<file path="src/hw/core_cfg_pkg.sv">
// Game identifiers, download indices, option bit positions and blanking points
package core_cfg_pkg;

	////////////////////
	// Game selection
	////////////////////

	typedef enum logic [7:0] {
		game_robotron = 8'd0,
		game_joust    = 8'd1,
		game_splat    = 8'd2,
		game_bubbles  = 8'd3,
		game_stargate = 8'd4,
		game_alienar  = 8'd5,
		game_sinistar = 8'd6,
		game_playball = 8'd7
	} game_id_t;

	////////////////////
	// Download channel
	////////////////////

	// Index byte that tags each download write
	localparam logic [7:0] dl_index_game = 8'd1;
	localparam logic [7:0] dl_index_dip  = 8'd254;

	// DIP bank depth, only entry 0 reaches the board
	localparam int dip_count      = 8;
	localparam int dip_addr_width = $clog2(dip_count);

	////////////////////
	// Options word
	////////////////////

	localparam int opt_horz_bit      = 2;
	localparam int opt_fire_mode_bit = 6;
	localparam int opt_control_bit   = 7;

	////////////////////
	// Video timing
	////////////////////

	// Horizontal points count half pixels, vertical points count lines
	localparam int hblank_start  = 336;
	localparam int hblank_end    = 40;
	localparam int vblank_start  = 254;
	localparam int vblank_end    = 14;
	localparam int counter_width = 11;

endpackage

</file>
<file path="src/hw/io_map_pkg.sv">
// Player control struct, cabinet port union, cabinet output and analog axes types
package io_map_pkg;

	////////////////////
	// Player side
	////////////////////

	// One player's controls, all active high
	typedef struct packed {
		logic pause;
		logic autoup;
		logic advance;
		logic coin;
		logic start2;
		logic start1;
		logic fire_f;
		logic fire_e;
		logic fire_d;
		logic fire_c;
		logic fire_b;
		logic fire_a;
		logic up;
		logic down;
		logic left;
		logic right;
	} player_ctrl_t;

	// Raw analog stick, x in the low byte
	typedef struct packed {
		logic signed [7:0] y;
		logic signed [7:0] x;
	} analog_axes_t;

	////////////////////
	// Cabinet side
	////////////////////

	// Digital view of a port byte
	typedef struct packed {
		logic [3:0] action;
		logic [3:0] move;
	} port_digital_t;

	// Space shooter reads the same byte as two stick positions
	typedef struct packed {
		logic [3:0] stick_x;
		logic [3:0] stick_y;
	} port_analog_t;

	typedef union packed {
		port_digital_t digital;
		port_analog_t  analog;
	} cabinet_port_t;

	// Everything the game board samples from the input side
	typedef struct packed {
		cabinet_port_t ja;
		cabinet_port_t jb;
		logic [2:0]    btn;
		logic [7:0]    sw;
		logic          blitter_sc2;
		logic          sinistar;
	} cabinet_out_t;

endpackage

</file>
<file path="src/hw/core_config_regs.sv">
// Game select and DIP switch registers loaded by the download write strobe
`timescale 1ns/1ps

module core_config_regs
	import core_cfg_pkg::*;
(
	input  logic        clk_sys,
	input  logic        arst_n,
	input  logic        dl_wr,
	input  logic [7:0]  dl_index,
	input  logic [24:0] dl_addr,
	input  logic [7:0]  dl_data,
	output game_id_t    game,
	output logic [7:0]  dip
);

	logic [7:0] dip_bank [dip_count];
	logic       game_wr;
	logic       dip_wr;

	assign game_wr = dl_wr && (dl_index == dl_index_game);

	// Addresses past the bank are ignored
	assign dip_wr = dl_wr && (dl_index == dl_index_dip) && (dl_addr < 25'(dip_count));

	////////////////////
	// Game select
	////////////////////

	always_ff @(posedge clk_sys or negedge arst_n)
	begin
		if (!arst_n)
			game <= game_robotron;
		else if (game_wr)
			game <= game_id_t'(dl_data);
	end

	////////////////////
	// DIP bank
	////////////////////

	always_ff @(posedge clk_sys or negedge arst_n)
	begin
		if (!arst_n)
		begin
			for (int i = 0; i < dip_count; i++)
				dip_bank[i] <= 8'h00;
		end
		else if (dip_wr)
		begin
			dip_bank[dl_addr[dip_addr_width-1:0]] <= dl_data;
		end
	end

	// Board switch byte
	assign dip = dip_bank[0];

endmodule

</file>
<file path="src/hw/stick_quantizer.sv">
// Threshold table from a signed analog stick to 4-bit cabinet stick positions
`timescale 1ns/1ps

module stick_quantizer
	import io_map_pkg::*;
(
	input  analog_axes_t  axes,
	output cabinet_port_t pos
);

	// Horizontal axis, full left is 0
	always_comb
	begin
		if (axes.x < -8'sd96)
			pos.analog.stick_x = 4'd0;
		else if (axes.x < -8'sd64)
			pos.analog.stick_x = 4'd4;
		else if (axes.x < -8'sd32)
			pos.analog.stick_x = 4'd6;
		else if (axes.x > 8'sd96)
			pos.analog.stick_x = 4'd8;
		else if (axes.x > 8'sd64)
			pos.analog.stick_x = 4'd9;
		else if (axes.x > 8'sd32)
			pos.analog.stick_x = 4'd11;
		else
			pos.analog.stick_x = 4'd7;
	end

	// Vertical axis runs the other way, stick up is negative
	always_comb
	begin
		if (axes.y < -8'sd96)
			pos.analog.stick_y = 4'd8;
		else if (axes.y < -8'sd64)
			pos.analog.stick_y = 4'd9;
		else if (axes.y < -8'sd32)
			pos.analog.stick_y = 4'd11;
		else if (axes.y > 8'sd96)
			pos.analog.stick_y = 4'd0;
		else if (axes.y > 8'sd64)
			pos.analog.stick_y = 4'd4;
		else if (axes.y > 8'sd32)
			pos.analog.stick_y = 4'd6;
		else
			pos.analog.stick_y = 4'd7;
	end

endmodule

</file>
<file path="src/hw/control_mapper.sv">
// Per-game mapping of both players' controls onto the registered cabinet ports
`timescale 1ns/1ps

module control_mapper
	import core_cfg_pkg::*;
	import io_map_pkg::*;
(
	input  logic         clk_sys,
	input  logic         arst_n,
	input  game_id_t     game,
	input  logic [7:0]   dip,
	input  logic [31:0]  options,
	input  player_ctrl_t p1,
	input  player_ctrl_t p2,
	input  analog_axes_t a1,
	input  analog_axes_t a2,
	input  logic         ship_facing,
	output cabinet_out_t cab
);

	player_ctrl_t  pm;
	logic          use_a2;
	analog_axes_t  axes_sel;
	cabinet_port_t quant;
	cabinet_out_t  cab_next;
	logic          fire_mode;
	logic          ctrl_mode;
	logic          sg_fire_e;

	// Joystick nibble in board order
	function automatic logic [3:0] move_of(input player_ctrl_t p);
		return {p.right, p.left, p.down, p.up};
	endfunction

	// Four-way fire nibble
	function automatic logic [3:0] fire_of(input player_ctrl_t p);
		return {p.fire_a, p.fire_d, p.fire_b, p.fire_c};
	endfunction

	assign pm = player_ctrl_t'(p1 | p2);

	assign fire_mode = options[opt_fire_mode_bit];
	assign ctrl_mode = options[opt_control_bit];
	assign sg_fire_e = {options[opt_control_bit], options[opt_fire_mode_bit]} == 2'b10;

	////////////////////
	// Analog stick
	////////////////////

	// Last player to touch anything owns the analog stick
	always_ff @(posedge clk_sys or negedge arst_n)
	begin
		if (!arst_n)
			use_a2 <= 1'b0;
		else if (p1 != '0)
			use_a2 <= 1'b0;
		else if (p2 != '0)
			use_a2 <= 1'b1;
	end

	assign axes_sel = use_a2 ? a2 : a1;

	stick_quantizer u_stick_quantizer (
		.axes (axes_sel),
		.pos  (quant)
	);

	////////////////////
	// Game mapping
	////////////////////

	always_comb
	begin
		cabinet_port_t ja_h;
		cabinet_port_t jb_h;

		// Active high here, flipped at the end
		ja_h = '0;
		jb_h = '0;
		cab_next = '0;
		cab_next.sw = dip | {6'b0, pm.advance, pm.autoup};

		case (game)
			game_robotron:
			begin
				cab_next.btn = {pm.start1, pm.start2, pm.coin};
				if (ctrl_mode)
				begin
					// Twin stick cabinet, fire stick is player 2
					ja_h.digital.action = move_of(p2);
					ja_h.digital.move = move_of(p1);
				end
				else
				begin
					ja_h.digital.action = fire_mode ? move_of(pm) : fire_of(pm);
					ja_h.digital.move = move_of(pm);
				end
				jb_h = ja_h;
			end
			game_joust:
			begin
				cab_next.btn = {pm.start2, pm.start1, pm.coin};
				ja_h = {5'b0, p1.fire_a, p1.right, p1.left};
				jb_h = {5'b0, p2.fire_a, p2.right, p2.left};
			end
			game_splat:
			begin
				cab_next.blitter_sc2 = 1'b1;
				cab_next.btn = {pm.start1, pm.start2, pm.coin};
				ja_h.digital.action = fire_mode ? move_of(p1) : fire_of(p1);
				ja_h.digital.move = move_of(p1);
				jb_h.digital.action = fire_mode ? move_of(p2) : fire_of(p2);
				jb_h.digital.move = move_of(p2);
			end
			game_bubbles:
			begin
				cab_next.btn = {pm.start2, pm.start1, pm.coin};
				ja_h.digital.move = move_of(pm);
				jb_h = ja_h;
			end
			game_stargate:
			begin
				cab_next.btn = {pm.start2, pm.start1, pm.coin};
				ja_h[7:6] = {pm.fire_f, pm.up};
				ja_h[5] = pm.down;
				ja_h[3:2] = {pm.fire_d, pm.fire_c};
				ja_h[0] = pm.fire_a;
				// Reverse and thrust slots
				if (sg_fire_e)
				begin
					ja_h[4] = pm.fire_e;
					ja_h[1] = pm.fire_b;
				end
				else if (fire_mode)
				begin
					ja_h[4] = ship_facing ? pm.right : pm.left;
					ja_h[1] = ship_facing ? pm.left : pm.right;
				end
				else
				begin
					ja_h[4] = pm.left | pm.right;
					ja_h[1] = pm.fire_b;
				end
				jb_h = ja_h;
			end
			game_alienar:
			begin
				cab_next.btn = {pm.start1, pm.start2, pm.coin};
				ja_h = {2'b0, p1.fire_b, p1.fire_a, move_of(p1)};
				jb_h = {2'b0, p2.fire_b, p2.fire_a, move_of(p2)};
			end
			game_sinistar:
			begin
				cab_next.sinistar = 1'b1;
				cab_next.btn = {pm.start1, pm.start2, pm.coin};
				// Centered analog falls back to the digital stick
				if (quant.analog.stick_x != 4'd7)
					ja_h.analog.stick_x = quant.analog.stick_x;
				else
					ja_h.analog.stick_x = pm.left ? 4'd0 : (pm.right ? 4'd8 : 4'd7);
				if (quant.analog.stick_y != 4'd7)
					ja_h.analog.stick_y = quant.analog.stick_y;
				else
					ja_h.analog.stick_y = pm.down ? 4'd0 : (pm.up ? 4'd8 : 4'd7);
				jb_h = ja_h;
			end
			game_playball:
			begin
				cab_next.btn = {2'b00, pm.coin};
				ja_h = {4'b0, pm.start2, pm.right, pm.left, pm.start1};
				jb_h = ja_h;
			end
			default:
			begin
				// Unknown game leaves every port idle
			end
		endcase

		cab_next.ja = ~ja_h;
		cab_next.jb = ~jb_h;
	end

	////////////////////
	// Output register
	////////////////////

	always_ff @(posedge clk_sys or negedge arst_n)
	begin
		if (!arst_n)
		begin
			cab <= '0;
			cab.ja <= 8'hFF;
			cab.jb <= 8'hFF;
		end
		else
		begin
			cab <= cab_next;
		end
	end

endmodule

</file>
<file path="src/hw/video_blank_gen.sv">
// Pixel and line counters driven by board sync, giving pixel enable and blanking
`timescale 1ns/1ps

module video_blank_gen
	import core_cfg_pkg::*;
(
	input  logic clk_sys,
	input  logic arst_n,
	input  logic hsync,
	input  logic vsync,
	output logic ce_pix,
	output logic hblank,
	output logic vblank
);

	logic [counter_width-1:0] pix_cnt;
	logic [counter_width-1:0] line_cnt;
	logic                     hsync_d;
	logic                     vsync_line;
	logic                     hsync_rise;

	assign hsync_rise = hsync & ~hsync_d;

	////////////////////
	// Counters
	////////////////////

	always_ff @(posedge clk_sys or negedge arst_n)
	begin
		if (!arst_n)
		begin
			pix_cnt <= '0;
			line_cnt <= '0;
			hsync_d <= 1'b0;
			vsync_line <= 1'b0;
		end
		else
		begin
			hsync_d <= hsync;
			if (~&pix_cnt)
				pix_cnt <= pix_cnt + 1'b1;
			if (hsync_rise)
			begin
				pix_cnt <= '0;
				if (~&line_cnt)
					line_cnt <= line_cnt + 1'b1;
				// vsync is only looked at on line boundaries
				vsync_line <= vsync;
				if (vsync & ~vsync_line)
					line_cnt <= '0;
			end
		end
	end

	// Board pixel rate is half the system clock
	assign ce_pix = pix_cnt[0];

	////////////////////
	// Blanking
	////////////////////

	always_ff @(posedge clk_sys or negedge arst_n)
	begin
		if (!arst_n)
		begin
			hblank <= 1'b0;
			vblank <= 1'b0;
		end
		else
		begin
			if (pix_cnt[counter_width-1:1] == (counter_width-1)'(hblank_start))
				hblank <= 1'b1;
			if (pix_cnt[counter_width-1:1] == (counter_width-1)'(hblank_end))
				hblank <= 1'b0;
			if (line_cnt == counter_width'(vblank_start))
				vblank <= 1'b1;
			if (line_cnt == counter_width'(vblank_end))
				vblank <= 1'b0;
		end
	end

endmodule

</file>
<file path="src/hw/robotron_io_top.sv">
// Board interface top with configuration registers, control mapper and blank generator
`timescale 1ns/1ps

module robotron_io_top
	import core_cfg_pkg::*;
	import io_map_pkg::*;
(
	input  logic         clk_sys,
	input  logic         arst_n,
	input  logic         dl_wr,
	input  logic [7:0]   dl_index,
	input  logic [24:0]  dl_addr,
	input  logic [7:0]   dl_data,
	input  logic [31:0]  options,
	input  player_ctrl_t p1,
	input  player_ctrl_t p2,
	input  analog_axes_t a1,
	input  analog_axes_t a2,
	input  logic         ship_facing,
	input  logic         hsync,
	input  logic         vsync,
	output cabinet_out_t cab,
	output logic         ce_pix,
	output logic         hblank,
	output logic         vblank
);

	game_id_t   game;
	logic [7:0] dip;

	////////////////////
	// Input side
	////////////////////

	core_config_regs u_core_config_regs (
		.clk_sys  (clk_sys),
		.arst_n   (arst_n),
		.dl_wr    (dl_wr),
		.dl_index (dl_index),
		.dl_addr  (dl_addr),
		.dl_data  (dl_data),
		.game     (game),
		.dip      (dip)
	);

	control_mapper u_control_mapper (
		.clk_sys     (clk_sys),
		.arst_n      (arst_n),
		.game        (game),
		.dip         (dip),
		.options     (options),
		.p1          (p1),
		.p2          (p2),
		.a1          (a1),
		.a2          (a2),
		.ship_facing (ship_facing),
		.cab         (cab)
	);

	////////////////////
	// Video side
	////////////////////

	video_blank_gen u_video_blank_gen (
		.clk_sys (clk_sys),
		.arst_n  (arst_n),
		.hsync   (hsync),
		.vsync   (vsync),
		.ce_pix  (ce_pix),
		.hblank  (hblank),
		.vblank  (vblank)
	);

endmodule

</file>
<file path="config.mk">
export PLATFORM = sky130hd
export DESIGN_NAME = robotron_io_top
export DESIGN_NICKNAME = d
export VERILOG_FILES = /design/src/hw/core_cfg_pkg.sv /design/src/hw/io_map_pkg.sv /design/src/hw/core_config_regs.sv /design/src/hw/stick_quantizer.sv /design/src/hw/control_mapper.sv /design/src/hw/video_blank_gen.sv /design/src/hw/robotron_io_top.sv
export SDC_FILE = /design/constraint.sdc
export NUM_CORES = 1
export LEC_CHECK = 0
export BUFFER_PORTS_ARGS = -buffer_cell sky130_fd_sc_hd__buf_2
export CAP_MARGIN = 20
export CORE_ASPECT_RATIO = 1.25
export CORE_MARGIN = 3
export CORE_UTILIZATION = 54
export CTS_BUF_LIST = sky130_fd_sc_hd__clkbuf_4 sky130_fd_sc_hd__clkbuf_8
export DETAILED_ROUTE_END_ITERATION = 6
export PLACE_DENSITY = 0.87
export SYNTH_ARGS = -nofsm -noshare
export SYNTH_HDL_FRONTEND = slang
export SYNTH_SLANG_ARGS = --single-unit
export TNS_END_PERCENT = 1
</file>
<file path="constraint.sdc">
create_clock -name clk_sys -period 4.05 [get_ports clk_sys]
set_input_delay 0.405 -clock clk_sys [delete_from_list [all_inputs] [get_ports clk_sys]]
set_output_delay 0.405 -clock clk_sys [all_outputs]
set_load 0.01 [all_outputs]
</file>
==> metrics.md <==
| Metric | Value |
|---|---|
| Status | `finished clean` |
| Finished Core Util | `0.698` |
| Layout area overhead | `22.6%` |
| Worst-case clock buffer depth | `2` |
| Die area | `9110 um2` |
| Worst Slack Setup Final | `1440 ps` |
| WL final | `12500 um` |
| Hold_buf cts | `0` |
| Pin count of the biggest net entering global routing | `41` |
| Core area | `7580 um2` |
| Worst slew pin tran | `1020 ps` |
| Worst Clk Skew | `13.8 ps` |
| DR iter-0 viols | `311` |
| CTS tree | `yes` |
| Post-Syn Area | `4320 um2` |
| Reg2reg start | `u_core_config_regs.game[2]` |
| GRT Overall Usage | `0.277` |
| Clock Latency Late Sink | `360 ps` |
| Layout fillers | `596` |
| CP Class | `flip-flop to flip-flop` |
| Root Driver | `clkbuf_8` |
| Cts bufs inserted | `9` |
| Maxcap violations | `0` |
| Synth area leader | `dfrtp_1` |
| Crit-path cells | `clkinv_1 > or3_1 > a31oi_1 > o22ai_1 > a21oi_1` |
| Synth cell count leaders | `nor2_1, dfrtp_1, a21oi_1` |
| Worst-case reg-to-reg path depth | `5` |
| Clock slew at reported path FFs | `80 ps` |
| Starting Density | `0.570` |
| Crit path max fanout | `30` |
| Fmax achieved | `383 MHz` |
| Input/output buffers | `144` |
| Area of the multi-input gates | `2370 um2` |
| Register-to-register path setup slack | `1440 ps` |
| Ranking of synthesized cells by area | `dfrtp_1, dfstp_2, nor2_1` |
| Die Y-Extent | `106 um` |
| Pre-Repair DR Iteration Count | `7` |
| YS warnings | `0` |
| RSZ-0062 raised after global routing | `false` |
| First-pass GRT wire length | `20200 um` |
| Vias after detailed routing | `4381` |
| Crit. Startpoint | `u_core_config_regs.game[2]` |
| Sequential cell area | `1820 um2` |
| Post-route ant nets | `0` |
| Initial antenna violation count | `0` |
| Fin crit share | `0.645` |
| Share of layout cells above drive strength 1 | `0.346` |
| Crit path required time | `4330 ps` |
| DIE WIDTH | `86.0 um` |
| CP max-delay cell | `dfrtp_1` |
| Max-slew violations | `0` |
| Final setup violation count | `0` |
| Post-DP HPWL | `9510 um` |
| Leak Pwr | `2.42 nW` |
| DRC | `0` |
| # rows | `35` |
| Avg Inst Size Synth | `9.18 um2` |
| Async SR Flop Fraction | `1.00` |
| Startpoint types | `flip-flop` |
| RePlAce Congestion | `0.973` |
| I/O pins | `175` |
| Critical Path End | `u_control_mapper.cab[16]` |
| Synthesized Nets | `616` |
| Peak VDD IR | `0.259 mV` |
| Yosys reg bits | `72` |
| Vias in the first global route | `4210` |
| Top-count cell post-synth | `nor2_1` |
| DR WL/cell | `17.8 um` |
| Slew headroom | `0.321` |
| Crit-path max cell delay | `1020 ps` |
| Vias per cell | `6.22` |
| Final setup TNS | `0 ps` |
| Hold Crit Class | `input port to asynchronous set/reset pin` |
| Top-area cell type share of the netlist area | `0.325` |
| Seq/Total Area, Yosys | `0.422` |
| Setup bufs post-CTS | `0` |
| Final min period | `2610 ps` |
| Setup slack after placement | `1500 ps` |
| Arrival @ worst endpoint | `2890 ps` |
| EDFF count, synth | `0` |
| Post-synth cell types | `59` |
| Syn Inst Count | `470` |
| CP endpoint kind | `flip-flop` |
| Final hold vios | `0` |
| Primary FF master, synth | `dfrtp_1` |
| Reg2reg end | `u_control_mapper.cab[16]` |
| CTS resizes | `0` |
| CTS H-Tree Depth | `3` |
| Fin nets | `753` |
| Power per Cell Area | `351 nW/um2` |
| Total power | `1.86 mW` |
| Clock sink total | `72` |
| Final antenna diode count | `0` |
| Total gr overflow | `0` |
## metrics by stage
step           area, um2  instances  hold slack, ps
2_1_floorplan       4320        470             109
3_3_place_gp        5080        687             355
3_5_place_dp        5080        687             361
4_1_cts             5280        703             172
5_1_grt             5290        704             180
6_report            5290        704             171
## flip-flops by register name, summed over array words and instances (netlist names)
name / count
u_video_blank_gen.hsync_d: 1
u_control_mapper.cab: 29
u_control_mapper.use_a2: 1
u_video_blank_gen.vsync_line: 1
u_video_blank_gen.vblank: 1
u_core_config_regs.game: 8
u_core_config_regs.dip: 8
u_video_blank_gen.line_cnt: 11
u_video_blank_gen.hblank: 1
u_video_blank_gen.pix_cnt: 11
## cells by family (layout without fill, tap and decap cells)
kind of cell | after synthesis | after routing | share of synthesized area
flops | 72 | 72 | 0.422
fa+ha+maj | 3 | 3 | 0.00870
mux | 40 | 40 | 0.0986
compound gates | 110 | 110 | 0.177
buf+inv | 32 | 174 | 0.0284
simple gates | 205 | 205 | 0.249
xor+xnor | 8 | 8 | 0.0162
## routing by layer
metal / track usage / routed length [um]
met5: 0 / 0
met4: 0.101 / 321
met3: 0.0527 / 975
met2: 0.471 / 6500
met1: 0.346 / 4720
## cell usage in the layout (no fill, tap or decap), types with 5 or more instances in the layout
cell      Yosys  routed
nor3_1       25      25
nand4_1       6       6
a211o_1       8       8
clkbuf_8      0       9
nor2b_1       5       5
nand2_1      23      23
dfrtp_1      56      56
and3_1        7       7
a21oi_1      28      28
buf_2         2     144
or3_1         5       5
inv_1        10      10
nand2b_1      7       7
o21ai_0      16      16
a211oi_1     10      10
nand4b_1      5       5
a31oi_1       8       8
mux2_2       20      20
nor4_1       24      24
nor2_1       65      65
nand3_1      12      12
mux2i_1      20      20
dfstp_2      16      16
a221oi_1      5       5
## power breakdown
group          leakage, nW  switching [mW]  internal [mW]
clock network       0.0963           0.283          0.293
registers            0.921          0.0575          0.817
logic                 1.40           0.235          0.173
total                 2.42           0.576           1.28
## worst min-delay path by stage
| stage | to | slack [ps] | cells after the start | startpoint |
|---|---|---|---|---|
| after floorplan | u_control_mapper.cab[0] | 110 | 0 | arst_n |
| after global placement | u_control_mapper.cab[8] | 350 | 0 | u_core_config_regs.dip[6] |
| after detailed placement | u_control_mapper.cab[8] | 360 | 0 | u_core_config_regs.dip[6] |
| after CTS | u_video_blank_gen.hsync_d | 170 | 1 | hsync |
| after global routing | u_video_blank_gen.hsync_d | 180 | 1 | hsync |
| final | u_video_blank_gen.line_cnt[9] | 170 | 1 | arst_n |
## layout make-up
type | instances | area share
clock buffer | 10 | 0.0248
clock inverter | 6 | 0.0128
inverter | 11 | 0.00780
multi-input combinational | 366 | 0.448
sequential | 72 | 0.344
tap | 92 | 0.0218
timing repair buffer | 147 | 0.140
## critical path: cells and delay by family, from the launching register on
kind            cells  cell delay (ps)
compound gates      3              470
simple gates        1              490
buf+inv             1              540
flops               1             1020
Note: power is estimated with default switching activity, not from simulation.
